[src/source/debug_link_pkg.sv]
`default_nettype none

package debug_link_pkg;

	//////////////////////////////////////////////////////////////
	// serial link
	//////////////////////////////////////////////////////////////

	// clock cycles per serial bit
	localparam int clks_per_bit = 16;

	typedef logic [7:0] byte_t;

	//////////////////////////////////////////////////////////////
	// debug protocol
	//////////////////////////////////////////////////////////////

	// host commands, any other byte stops the pipeline
	localparam byte_t cmd_step     = 8'h02;
	localparam byte_t cmd_continue = 8'h01;

	typedef enum logic [1:0]
	{
		stopped,
		step,
		running,
		finished
	} run_state_t;

	// registers, then stage probes with 5-bit fields one byte each
	localparam int dump_bytes = 228;

endpackage

`default_nettype wire

[src/source/mips_probe_pkg.sv]
`default_nettype none

package mips_probe_pkg;

	localparam int word_w     = 32;
	localparam int reg_addr_w = 5;
	localparam int num_regs   = 32;

	typedef logic [word_w-1:0]     word_t;
	typedef logic [reg_addr_w-1:0] reg_addr_t;

	// incremented PC at the end of the program
	localparam word_t pc_limit = 32'd508;

	// register 0 sits in the top word
	typedef word_t [0:num_regs-1] reg_file_t;

	//////////////////////////////////////////////////////////////
	// stage probe points
	//////////////////////////////////////////////////////////////

	typedef struct packed
	{
		word_t pc;
		word_t instruction;
	} if_probe_t;

	typedef struct packed
	{
		word_t     pc_plus4;
		word_t     instruction;
		word_t     write_data;
		reg_addr_t write_addr;
		word_t     reg_data1;
		word_t     reg_data2;
		word_t     sign_extend;
		reg_addr_t rs;
		reg_addr_t rt;
		reg_addr_t rd;
		word_t     pc_jump;
		word_t     pc_branch;
	} id_probe_t;

	typedef struct packed
	{
		word_t     pc_plus4;
		word_t     reg_data1;
		word_t     reg_data2;
		word_t     sign_extend;
		reg_addr_t rt;
		reg_addr_t rd;
		logic      zero;
		word_t     alu_result;
		word_t     reg_data2_out;
		reg_addr_t rt_or_rd;
	} ex_probe_t;

	typedef struct packed
	{
		word_t address;
		word_t write_data;
		word_t read_data;
	} mem_probe_t;

	typedef struct packed
	{
		word_t mem_data;
		word_t alu_result;
		word_t write_data;
	} wb_probe_t;

endpackage

`default_nettype wire

[src/source/debugger_unit.sv]
`timescale 1ns/1ps
`default_nettype none

module debugger_unit
	import debug_link_pkg::*;
	import mips_probe_pkg::*;
(
	input  logic       clk,
	input  logic       reset,
	input  logic       rx,
	output logic       tx,
	output byte_t      led,
	output logic       ena_pip,
	input  word_t      pc_plus4,
	input  reg_file_t  regs,
	input  if_probe_t  if_probe,
	input  id_probe_t  id_probe,
	input  ex_probe_t  ex_probe,
	input  mem_probe_t mem_probe,
	input  wb_probe_t  wb_probe
);

	logic  rx_valid;
	byte_t rx_data;
	logic  tx_start;
	byte_t tx_data;
	logic  tx_done;

	uart_rx uart_rx_inst
	(
		.clk      (clk),
		.reset    (reset),
		.rx       (rx),
		.rx_valid (rx_valid),
		.rx_data  (rx_data)
	);

	uart_tx
	#(
		.clks_per_bit (clks_per_bit)
	)
	uart_tx_inst
	(
		.clk      (clk),
		.reset    (reset),
		.tx_start (tx_start),
		.tx_data  (tx_data),
		.tx       (tx),
		.tx_done  (tx_done)
	);

	// every received byte is a command and a dump request
	run_control run_control_inst
	(
		.clk      (clk),
		.reset    (reset),
		.rx_valid (rx_valid),
		.rx_data  (rx_data),
		.pc_plus4 (pc_plus4),
		.ena_pip  (ena_pip),
		.led      (led)
	);

	dump_sequencer dump_sequencer_inst
	(
		.clk       (clk),
		.reset     (reset),
		.rx_valid  (rx_valid),
		.regs      (regs),
		.if_probe  (if_probe),
		.id_probe  (id_probe),
		.ex_probe  (ex_probe),
		.mem_probe (mem_probe),
		.wb_probe  (wb_probe),
		.tx_done   (tx_done),
		.tx_start  (tx_start),
		.tx_data   (tx_data)
	);

endmodule

`default_nettype wire

[src/source/dump_sequencer.sv]
`timescale 1ns/1ps
`default_nettype none

module dump_sequencer
	import debug_link_pkg::*;
	import mips_probe_pkg::*;
(
	input  logic       clk,
	input  logic       reset,
	input  logic       rx_valid,
	input  reg_file_t  regs,
	input  if_probe_t  if_probe,
	input  id_probe_t  id_probe,
	input  ex_probe_t  ex_probe,
	input  mem_probe_t mem_probe,
	input  wb_probe_t  wb_probe,
	input  logic       tx_done,
	output logic       tx_start,
	output byte_t      tx_data
);

	localparam int snap_w = dump_bytes * 8;
	localparam int cnt_w  = $clog2(dump_bytes + 1);

	typedef enum logic [1:0]
	{
		s_idle,
		s_capture,
		s_send,
		s_wait
	} seq_state_t;

	seq_state_t        state;
	logic [cnt_w-1:0]  byte_cnt;
	logic [snap_w-1:0] snapshot;
	logic [snap_w-1:0] snap_next;

	// short fields go out as one byte, zero padded
	function automatic byte_t pad_addr(input reg_addr_t field);
		return {3'b000, field};
	endfunction

	//////////////////////////////////////////////////////////////
	// snapshot layout, byte 0 in the top bits
	//////////////////////////////////////////////////////////////

	assign snap_next =
	{
		regs,
		if_probe,
		// ID stage, with the EX alu result after write_addr
		id_probe.pc_plus4,
		id_probe.instruction,
		id_probe.write_data,
		pad_addr(id_probe.write_addr),
		ex_probe.alu_result,
		id_probe.reg_data1,
		id_probe.reg_data2,
		id_probe.sign_extend,
		pad_addr(id_probe.rs),
		pad_addr(id_probe.rt),
		pad_addr(id_probe.rd),
		id_probe.pc_jump,
		id_probe.pc_branch,
		// EX stage
		ex_probe.pc_plus4,
		ex_probe.reg_data1,
		ex_probe.reg_data2,
		ex_probe.sign_extend,
		pad_addr(ex_probe.rt),
		pad_addr(ex_probe.rd),
		{7'b0000000, ex_probe.zero},
		ex_probe.alu_result,
		ex_probe.reg_data2_out,
		pad_addr(ex_probe.rt_or_rd),
		mem_probe,
		wb_probe
	};

	//////////////////////////////////////////////////////////////
	// sequencing
	//////////////////////////////////////////////////////////////

	// bytes received mid-dump are not queued
	always_ff @(posedge clk or posedge reset)
	begin
		if (reset)
		begin
			state    <= s_idle;
			byte_cnt <= '0;
		end
		else
		begin
			case (state)
				s_idle:
				begin
					if (rx_valid)
						state <= s_capture;
				end
				s_capture:
				begin
					byte_cnt <= '0;
					state    <= s_send;
				end
				s_send:
				begin
					byte_cnt <= byte_cnt + 1'b1;
					state    <= s_wait;
				end
				s_wait:
				begin
					if (tx_done)
						state <= (byte_cnt == cnt_w'(dump_bytes)) ? s_idle : s_send;
				end
				default:
					state <= s_idle;
			endcase
		end
	end

	always_ff @(posedge clk)
	begin
		if (state == s_capture)
			snapshot <= snap_next;
		else if (state == s_send)
			snapshot <= {snapshot[snap_w-9:0], 8'h00};
	end

	assign tx_start = (state == s_send);
	assign tx_data  = snapshot[snap_w-1 -: 8];

endmodule

`default_nettype wire

[src/source/run_control.sv]
`timescale 1ns/1ps
`default_nettype none

module run_control
	import debug_link_pkg::*;
	import mips_probe_pkg::*;
(
	input  logic  clk,
	input  logic  reset,
	input  logic  rx_valid,
	input  byte_t rx_data,
	input  word_t pc_plus4,
	output logic  ena_pip,
	output byte_t led
);

	run_state_t state;
	run_state_t state_next;

	always_comb
	begin
		state_next = state;
		// end of program wins over a command in the same cycle
		if (pc_plus4 == pc_limit)
			state_next = finished;
		else if (state == finished)
			state_next = finished;
		else if (rx_valid)
		begin
			case (rx_data)
				cmd_step:     state_next = step;
				cmd_continue: state_next = running;
				default:      state_next = stopped;
			endcase
		end
		else if (state == step)
			state_next = stopped;
	end

	always_ff @(posedge clk or posedge reset)
	begin
		if (reset)
		begin
			state   <= stopped;
			ena_pip <= 1'b0;
			led     <= '0;
		end
		else
		begin
			state <= state_next;
			// one cycle behind the state, a step gives a single pulse
			ena_pip <= (state == step) || (state == running);
			if (rx_valid)
				led <= rx_data;
		end
	end

endmodule

`default_nettype wire

[src/source/uart_rx.sv]
`timescale 1ns/1ps
`default_nettype none

module uart_rx
	import debug_link_pkg::*;
(
	input  logic  clk,
	input  logic  reset,
	input  logic  rx,
	output logic  rx_valid,
	output byte_t rx_data
);

	localparam int cnt_w = $clog2(2 * clks_per_bit);

	// counter end points within a bit
	localparam logic [cnt_w-1:0] half_bit = cnt_w'(clks_per_bit / 2 - 1);
	localparam logic [cnt_w-1:0] full_bit = cnt_w'(clks_per_bit - 1);
	localparam logic [cnt_w-1:0] stop_end = cnt_w'(clks_per_bit + clks_per_bit / 2 - 1);

	typedef enum logic [1:0]
	{
		s_idle,
		s_start,
		s_data,
		s_stop
	} rx_state_t;

	rx_state_t        state;
	logic [cnt_w-1:0] cnt;
	logic [2:0]       bit_idx;
	logic             rx_meta;
	logic             rx_sync;

	always_ff @(posedge clk or posedge reset)
	begin
		if (reset)
		begin
			rx_meta  <= 1'b1;
			rx_sync  <= 1'b1;
			state    <= s_idle;
			cnt      <= '0;
			bit_idx  <= '0;
			rx_valid <= 1'b0;
		end
		else
		begin
			rx_meta  <= rx;
			rx_sync  <= rx_meta;
			rx_valid <= 1'b0;
			case (state)
				s_idle:
				begin
					cnt <= '0;
					if (!rx_sync)
						state <= s_start;
				end
				s_start:
				begin
					// glitch shorter than half a bit goes back to idle
					if (cnt == half_bit)
					begin
						cnt     <= '0;
						bit_idx <= '0;
						state   <= rx_sync ? s_idle : s_data;
					end
					else
						cnt <= cnt + 1'b1;
				end
				s_data:
				begin
					if (cnt == full_bit)
					begin
						cnt     <= '0;
						bit_idx <= bit_idx + 1'b1;
						if (bit_idx == 3'd7)
							state <= s_stop;
					end
					else
						cnt <= cnt + 1'b1;
				end
				s_stop:
				begin
					// runs on to the end of the stop bit
					if (cnt == stop_end)
					begin
						rx_valid <= 1'b1;
						state    <= s_idle;
					end
					else
						cnt <= cnt + 1'b1;
				end
				default:
					state <= s_idle;
			endcase
		end
	end

	// lsb first, so shift in from the top
	always_ff @(posedge clk)
	begin
		if (state == s_data && cnt == full_bit)
			rx_data <= {rx_sync, rx_data[7:1]};
	end

endmodule

`default_nettype wire

[src/source/uart_tx.sv]
`timescale 1ns/1ps
`default_nettype none

module uart_tx
#(
	parameter int clks_per_bit = 16
)
(
	input  logic       clk,
	input  logic       reset,
	input  logic       tx_start,
	input  logic [7:0] tx_data,
	output logic       tx,
	output logic       tx_done
);

	localparam int cnt_w = $clog2(clks_per_bit);
	localparam logic [cnt_w-1:0] bit_end = cnt_w'(clks_per_bit - 1);

	typedef enum logic [1:0]
	{
		s_idle,
		s_start,
		s_data,
		s_stop
	} tx_state_t;

	tx_state_t        state;
	logic [cnt_w-1:0] cnt;
	logic [2:0]       bit_idx;
	logic [7:0]       shreg;

	always_ff @(posedge clk or posedge reset)
	begin
		if (reset)
		begin
			state   <= s_idle;
			cnt     <= '0;
			bit_idx <= '0;
			tx      <= 1'b1;
			tx_done <= 1'b0;
		end
		else
		begin
			tx_done <= 1'b0;
			case (state)
				s_idle:
				begin
					cnt     <= '0;
					bit_idx <= '0;
					if (tx_start)
					begin
						tx    <= 1'b0;
						state <= s_start;
					end
				end
				s_start:
				begin
					if (cnt == bit_end)
					begin
						cnt   <= '0;
						tx    <= shreg[0];
						state <= s_data;
					end
					else
						cnt <= cnt + 1'b1;
				end
				s_data:
				begin
					if (cnt == bit_end)
					begin
						cnt <= '0;
						if (bit_idx == 3'd7)
						begin
							tx    <= 1'b1;
							state <= s_stop;
						end
						else
						begin
							// next bit, shreg shifts on the same edge
							bit_idx <= bit_idx + 1'b1;
							tx      <= shreg[1];
						end
					end
					else
						cnt <= cnt + 1'b1;
				end
				s_stop:
				begin
					if (cnt == bit_end)
					begin
						tx_done <= 1'b1;
						state   <= s_idle;
					end
					else
						cnt <= cnt + 1'b1;
				end
				default:
					state <= s_idle;
			endcase
		end
	end

	always_ff @(posedge clk)
	begin
		if (state == s_idle && tx_start)
			shreg <= tx_data;
		else if (state == s_data && cnt == bit_end)
			shreg <= {1'b0, shreg[7:1]};
	end

endmodule

`default_nettype wire
[config.mk]
export PLATFORM = sky130hd
export DESIGN_NAME = debugger_unit
export DESIGN_NICKNAME = d
export VERILOG_FILES = /design/src/source/debug_link_pkg.sv /design/src/source/mips_probe_pkg.sv /design/src/source/debugger_unit.sv /design/src/source/dump_sequencer.sv /design/src/source/run_control.sv /design/src/source/uart_rx.sv /design/src/source/uart_tx.sv
export SDC_FILE = /design/constraint.sdc
export NUM_CORES = 2
export LEC_CHECK = 0
export BUFFER_PORTS_ARGS = -buffer_cell sky130_fd_sc_hd__buf_2
export CAP_MARGIN = 10
export CORE_AREA = 10 10 689 691
export DETAILED_ROUTE_END_ITERATION = 8
export DIE_AREA = 0 0 699 701
export GPL_ROUTABILITY_DRIVEN = 0
export HOLD_SLACK_MARGIN = 0.05
export PLACE_DENSITY = 0.31
export SETUP_SLACK_MARGIN = 0.4
export SLEW_MARGIN = 10
export SYNTH_ARGS = -nofsm -noshare
export SYNTH_HDL_FRONTEND = slang
export SYNTH_SLANG_ARGS = --single-unit
[constraint.sdc]
create_clock -name clk -period 59.2 [get_ports clk]
set_clock_uncertainty 0.15 [all_clocks]
set_input_delay 2.96 -clock clk [delete_from_list [all_inputs] [get_ports clk]]
set_output_delay 2.96 -clock clk [all_outputs]
set_load 0.03 [all_outputs]
# Word-level counts from Yosys, hierarchy flattened
# Cells that the tools add are included.
[totals]
ff_bits = 1885
inputBits = 1799
out_inout_bits = 10
elab_cells = 131
[op_classes]
addsub = 5
eq_ne = 37
n_mux = 49
n_reduce_logical = 20
[op_table]
columns = ["op", "n"]
rows = [
  ["two-way mux 1824 bit", 2],
  ["two-way mux 2 bit", 18],
  ["== test 32 x 9 -> 1 bit, second input constant", 1],
  ["case mux 2 bit (4 select lines)", 3],
  ["case mux 5 bit (4 select lines)", 1],
  ["!= test 2 x 1 -> 1 bit, second input constant", 9],
  ["== test 2 bit, second input constant", 8],
  ["two-way mux 8 bit", 2],
  ["case mux 8 bit (2 select lines)", 1],
  ["two-way mux 5 bit", 3],
  ["two-way mux 3 bit", 4],
  ["!= test 2 bit, second input constant", 6],
  ["case mux 3 bit (2 select lines)", 2],
  ["case mux 4 bit (3 select lines)", 1],
  ["AND reduction 5 bit", 2],
  ["adder 8 x 1 -> 8 bit, second input constant", 1],
  ["== test 2 x 1 -> 1 bit, second input constant", 4],
  ["== test 8 x 1 -> 1 bit, second input constant", 1],
  ["== test 8 x 2 -> 1 bit, second input constant", 1],
  ["== test 8 bit, second input constant", 1],
  ["two-way mux 1 bit", 8],
  ["two-way mux 4 bit", 2],
  ["nonzero test 2 bit", 4],
  ["adder 3 x 1 -> 3 bit, second input constant", 2],
  ["18 further kinds", 24],
]

# Depth between registers and ports, before layout
[depth]
word_depth = 5
depth_mapped = 9
depth_no_buf = 8

# Cells and area by module
# A second synthesis with hierarchy kept.
[hier_totals]
hier_cells = 4390
hier_area_um2 = 75906.6
[modules_own_cells]
columns = ["mod", "n_inst", "cells_each", "area_each_um2", "seq_area_each_um2"]
rows = [
  ["dump_sequencer", 1, 4186, 73387.9, 54742.5],
  ["uart_tx", 1, 86, 1027.2, 516.7],
  ["uart_rx", 1, 72, 935.9, 568.0],
  ["run_control", 1, 46, 555.5, 275.3],
]

# Worst setup path before layout
# No wires, ideal clock.
[synth_path]
path_kind = "reg2reg"
start = "register dump_sequencer_inst.state[0]"
end = "register dump_sequencer_inst.byte_cnt[5]"
setup_time_ns = 0.081
arrival_ns = 41.155
required_time_ns = 58.969
path_slack_ns = 17.814
stages_incl_launch_ff = 6
path_buffers = 0
period_less_slack_ns = 41.386
cell_sequence = "dfrtp_1 -> inv_1 -> ha_1 -> nand3_1 -> or3_1 -> a21oi_1"
[synth_between]
elab_chain_cells = 2
elab_cells_between_ends = 4
cone_classes = "eq/ne: 2; mux: 1; reduce/logical: 1"
[synth_rtl]
columns = ["item", "line_no", "rtl"]
rows = [
  ["from (decl)", "dump_sequencer.sv:33", "seq_state_t state;"],
  ["from (signal assigned)", "dump_sequencer.sv:89", "state <= s_idle;"],
  ["from (signal assigned)", "dump_sequencer.sv:98", "state <= s_capture;"],
  ["from (signal assigned)", "dump_sequencer.sv:103", "state <= s_send;"],
  ["== test 2 bit / == test 2 x 1 -> 1 bit (equally long branches)", "dump_sequencer.sv:94", "case (state)"],
  ["case mux 8 bit (2 select lines) / nonzero test 2 bit (equally long branches)", "--", ""],
  ["to (signal assigned)", "dump_sequencer.sv:107", "byte_cnt <= byte_cnt + 1'b1;"],
  ["to (decl)", "dump_sequencer.sv:34", "logic [cnt_w-1:0] byte_cnt;"],
]
# Several ways; a longest one is shown, not always the timed one.
# A chain may end at the register's enable or synchronous reset.

# Final worst setup path
[layout_path]
start = "register dump_sequencer_inst.state[1]"
end = "register dump_sequencer_inst.snapshot[1482] (data pin)"
[layout_between]
elab_chain_cells = 2
[layout_rtl]
columns = ["item", "line_no", "rtl"]
rows = [
  ["== test 2 x 1 -> 1 bit", "dump_sequencer.sv:123", "if (state == s_capture)"],
  ["two-way mux 1824 bit", "dump_sequencer.sv:123", ""],
  ["to (signal assigned)", "dump_sequencer.sv:124", "snapshot <= snap_next;"],
  ["to (signal assigned)", "dump_sequencer.sv:126", "snapshot <= {snapshot[snap_w-9:0], 8'h00};"],
  ["to (decl)", "dump_sequencer.sv:35", "logic [snap_w-1:0] snapshot;"],
]
# No other way between the ends.

==> summary.md <==
| Metric | Value |
|---|---|
| Initial antenna violation count | `680` |
| I/O Buffers | `1808` |
| Worst min path class | `reg2reg` |
| Fin nets | `7920` |
| Clk Latency, worst-skew pair | `0.93 ns` |
| Syn Inst Count | `4384` |
| Primary FF master, synth | `edfxtp_1` |
| Hpwl dp | `259000 µm` |
| DRC viols | `0` |
| Resized cells post-CTS | `0` |
| Relative slew slack | `0.230` |
| Switching pwr | `0.000651 W` |
| DR vias | `51571` |
| Placed Instance Area | `91200 µm²` |
| Crit path kind | `reg2reg` |
| CP Capture Type | `flop` |
| Combinational Power Share | `0.029` |
| Crit path top cell by count | `buf_4` |
| RSZ-0062 raised after global routing | `false` |
| Core area | `461000 µm²` |
| Post-DR wirelength/cell | `27.6 µm` |
| Post-route cell area | `98700 µm²` |
| Pwr per Cell Area | `29.5 nW/µm²` |
| Tot GR Track Use | `0.134` |
| #FFs+latches synth | `1885` |
| Synth unique cells | `53` |
| Area contributors post-synth | `edfxtp_1 (72%), a22o_1 (20%), buf_2 (1.8%), dfrtp_1 (1.4%), dfxtp_1 (0.74%)` |
| DR pass1 iterations | `5` |
| Buf+Inv Stages, Crit Path | `8` |
| Max Cap Violations | `0` |
| Most common cell in the netlist | `edfxtp_1` |
| Clock Tree Buf Depth | `4` |
| Syn Nets | `6210` |
| Worst-path clk slew | `0.07 ns` |
| Required time worst endpoint | `59.81 ns` |
| Slew Limit Fails | `0` |
| Synth-to-Final Area Change | `30.1%` |
| CTS tree | `built` |
| Chip width | `699 µm` |
| Mapped Avg Cell Area | `17.3 µm²` |
| Via count of the first global-routing pass | `52025` |
| Core Util, Final | `0.214` |
| Largest net degree at the start of global routing | `177` |
| Top-area cell type share of the netlist area | `0.717` |
| Leakage | `31.2 nW` |
| Final setup TNS | `0 ns` |
| Syn Std Cell Area | `75900 µm²` |
| Critical Path Source Type | `flop` |
| Seq pwr share | `0.495` |
| Max IR drop VDD | `0.0000225 V` |
| Seq/Total Area, Yosys | `0.739` |
| Via/cell ratio | `4.09` |
| Crit-path max cell delay | `0.79 ns` |
| Top achievable clock speed | `0.139 GHz` |
| Tcrit/Tclk final | `0.122` |
| CTS Sinks | `1885` |
| Die area | `490000 µm²` |
| Iter 0 DRT Violations | `4351` |
| H-tree depth | `4` |
| Worst Max-Slew Pin Slew | `1.16 ns` |
| Synth area leader | `edfxtp_1` |
| Count of final hold-check violations | `0` |
| Critical path's slowest cell | `buf_4` |
| Die height | `701 µm` |
| Post-DRT Antenna Nets | `0` |
| Crit Path Max Fanout | `159` |
| Final setup viols | `0` |
| Int Pwr | `0.00226 W` |
| First-pass GRT wire length | `461000 µm` |
| Post-layout minimum cycle time | `7.21 ns` |
| Post CTS Setup Buffer Count | `0` |
| Critical path arrival | `7.82 ns` |
| CP delay by family, top | `buffers and inverters` |
| CP Cell Sequence | `inv_1 > ha_4 > buf_4 > buf_4 > buf_4 > buf_4 > buf_12 > buf_4 > buf_4 > a22o_1` |
| Status | `finished clean` |
| Ys async rst share | `0.0239` |
| Post-synth EDFFs | `1812` |
| Share of layout cells above drive strength 1 | `0.352` |
| Top-level port count | `1809` |
| Fillcell total | `49207` |
| Clk pwr share | `0.476` |
| Final WL | `348000 µm` |
| Warning count from the yosys run | `0` |
| Most frequent cells after synthesis | `edfxtp_1 (1812), a22o_1 (1773), buf_2 (273), clkbuf_1 (69), nand2_1 (46)` |
| Total power | `0.00292 W` |
| Hold buffer count at CTS | `0` |
| Starting Density | `0.164` |
| Root Driver | `clkbuf_16` |
| Clock buffer count from CTS | `236` |
| Sw Ratio | `0.223` |
| FP Rows | `250` |
| GRT overflow | `0` |
## layout by cell type, fill, tap and decap left out, drive strengths merged, types with 3 or more instances in the layout
| master | instances |
|---|---|
| clkinv | 118 |
| nand4 | 3 |
| o21ai | 31 |
| nor3 | 3 |
| dfrtp | 42 |
| nand2 | 46 |
| o22ai | 3 |
| mux2 | 18 |
| a21oi | 10 |
| dfstp | 3 |
| a22o | 1773 |
| edfxtp | 1812 |
| ha | 27 |
| and2 | 10 |
| dfxtp | 28 |
| diode | 145 |
| inv | 31 |
| nor2 | 42 |
| mux2i | 32 |
| clkbuf | 295 |
| nor2b | 7 |
| buf | 1881 |
| nand3 | 15 |
| nor4 | 6 |
| bufinv | 9 |
## area by class of cell
type	count	area (µm²)	share of cell area
Inverter	27	101	0.00103
Tap cell	6174	7720	0.0783
Timing Repair Buffer	1881	9680	0.0981
Antenna cell	145	363	0.00368
Multi-Input combinational cell	2063	17500	0.178
Clock inverter	133	968	0.00981
Sequential cell	1885	56100	0.568
Clock buffer	295	6210	0.0629
## per-layer routing
layer	up-vias	routed length, µm	share of wire	track usage
met4	308	12400	0.036	0.0305
met1	25334	132000	0.38	0.151
met5	-	2000	0.0058	0
met3	1371	28900	0.083	0.0507
li1	22229	-	-	-
met2	2329	173000	0.50	0.239
## cell families after synthesis
kind of cell / Yosys count / share of synthesized area
DFF: 1885 / 0.739
AOI/OAI and AO/OA: 1835 / 0.210
buffers and inverters: 436 / 0.0299
and+or+nand+nor: 147 / 0.00932
muxes: 50 / 0.00689
adders and majority gates: 27 / 0.00445
xor gates and xnor gates: 4 / 0.000462
## stage by stage
stage | hold WS, ns | instances | setup WS, ns
2_1_floorplan | 0.195 | 4384 | 17.81
3_3_place_gp | 0.206 | 12030 | 52.28
3_5_place_dp | 0.205 | 12030 | 52.17
4_1_cts | 0.240 | 12458 | 52.13
5_1_grt | 0.238 | 12520 | 51.65
6_report | 0.230 | 12603 | 51.99
## power groups by stage
stage | Combinational [W] | Clock (W) | Sequential, W
after floorplan | 0.0000104 | 0 | 0.00147
after global placement | 0.0000846 | 0 | 0.00147
after detailed placement | 0.0000850 | 0 | 0.00147
after CTS | 0.0000855 | 0.00145 | 0.00144
after global routing | 0.0000918 | 0.00149 | 0.00144
final | 0.0000841 | 0.00139 | 0.00144
## state kept, by name, indices dropped and copies added, names as in the netlist, 2 cells and up, named ones only
name	flops
dump_sequencer_inst.snapshot	1824
dump_sequencer_inst.byte_cnt	8
run_control_inst.led	8
uart_rx_inst.rx_data	8
uart_tx_inst.shreg	8
uart_rx_inst.cnt	5
uart_tx_inst.cnt	4
uart_rx_inst.bit_idx	3
uart_tx_inst.bit_idx	3
dump_sequencer_inst.state	2
run_control_inst.state	2
uart_tx_inst.state	2
## path summary, 6_finish.rpt
check | cells past startpoint | to | slack (ns) | from
setup / recovery | 10 | dump_sequencer_inst.snapshot[1482]$_DFFE_PP_ | 51.99 | dump_sequencer_inst.state[1]$_DFFE_PP0P_
hold / removal | 0 | uart_rx_inst.rx_sync$_DFF_PP1_ | 0.23 | uart_rx_inst.rx_meta$_DFF_PP1_
setup reg to reg | 10 | dump_sequencer_inst.snapshot[1482]$_DFFE_PP_ | 51.99 | dump_sequencer_inst.state[1]$_DFFE_PP0P_
hold reg to reg | 0 | uart_rx_inst.rx_sync$_DFF_PP1_ | 0.23 | uart_rx_inst.rx_meta$_DFF_PP1_
max in group asynchronous | 3 | dump_sequencer_inst.byte_cnt[7]$_DFFE_PP0P_ | 56.35 | reset
min in group asynchronous | 3 | dump_sequencer_inst.state[0]$_DFFE_PP0P_ | 2.07 | reset
Power figures use the tool's default switching activity.
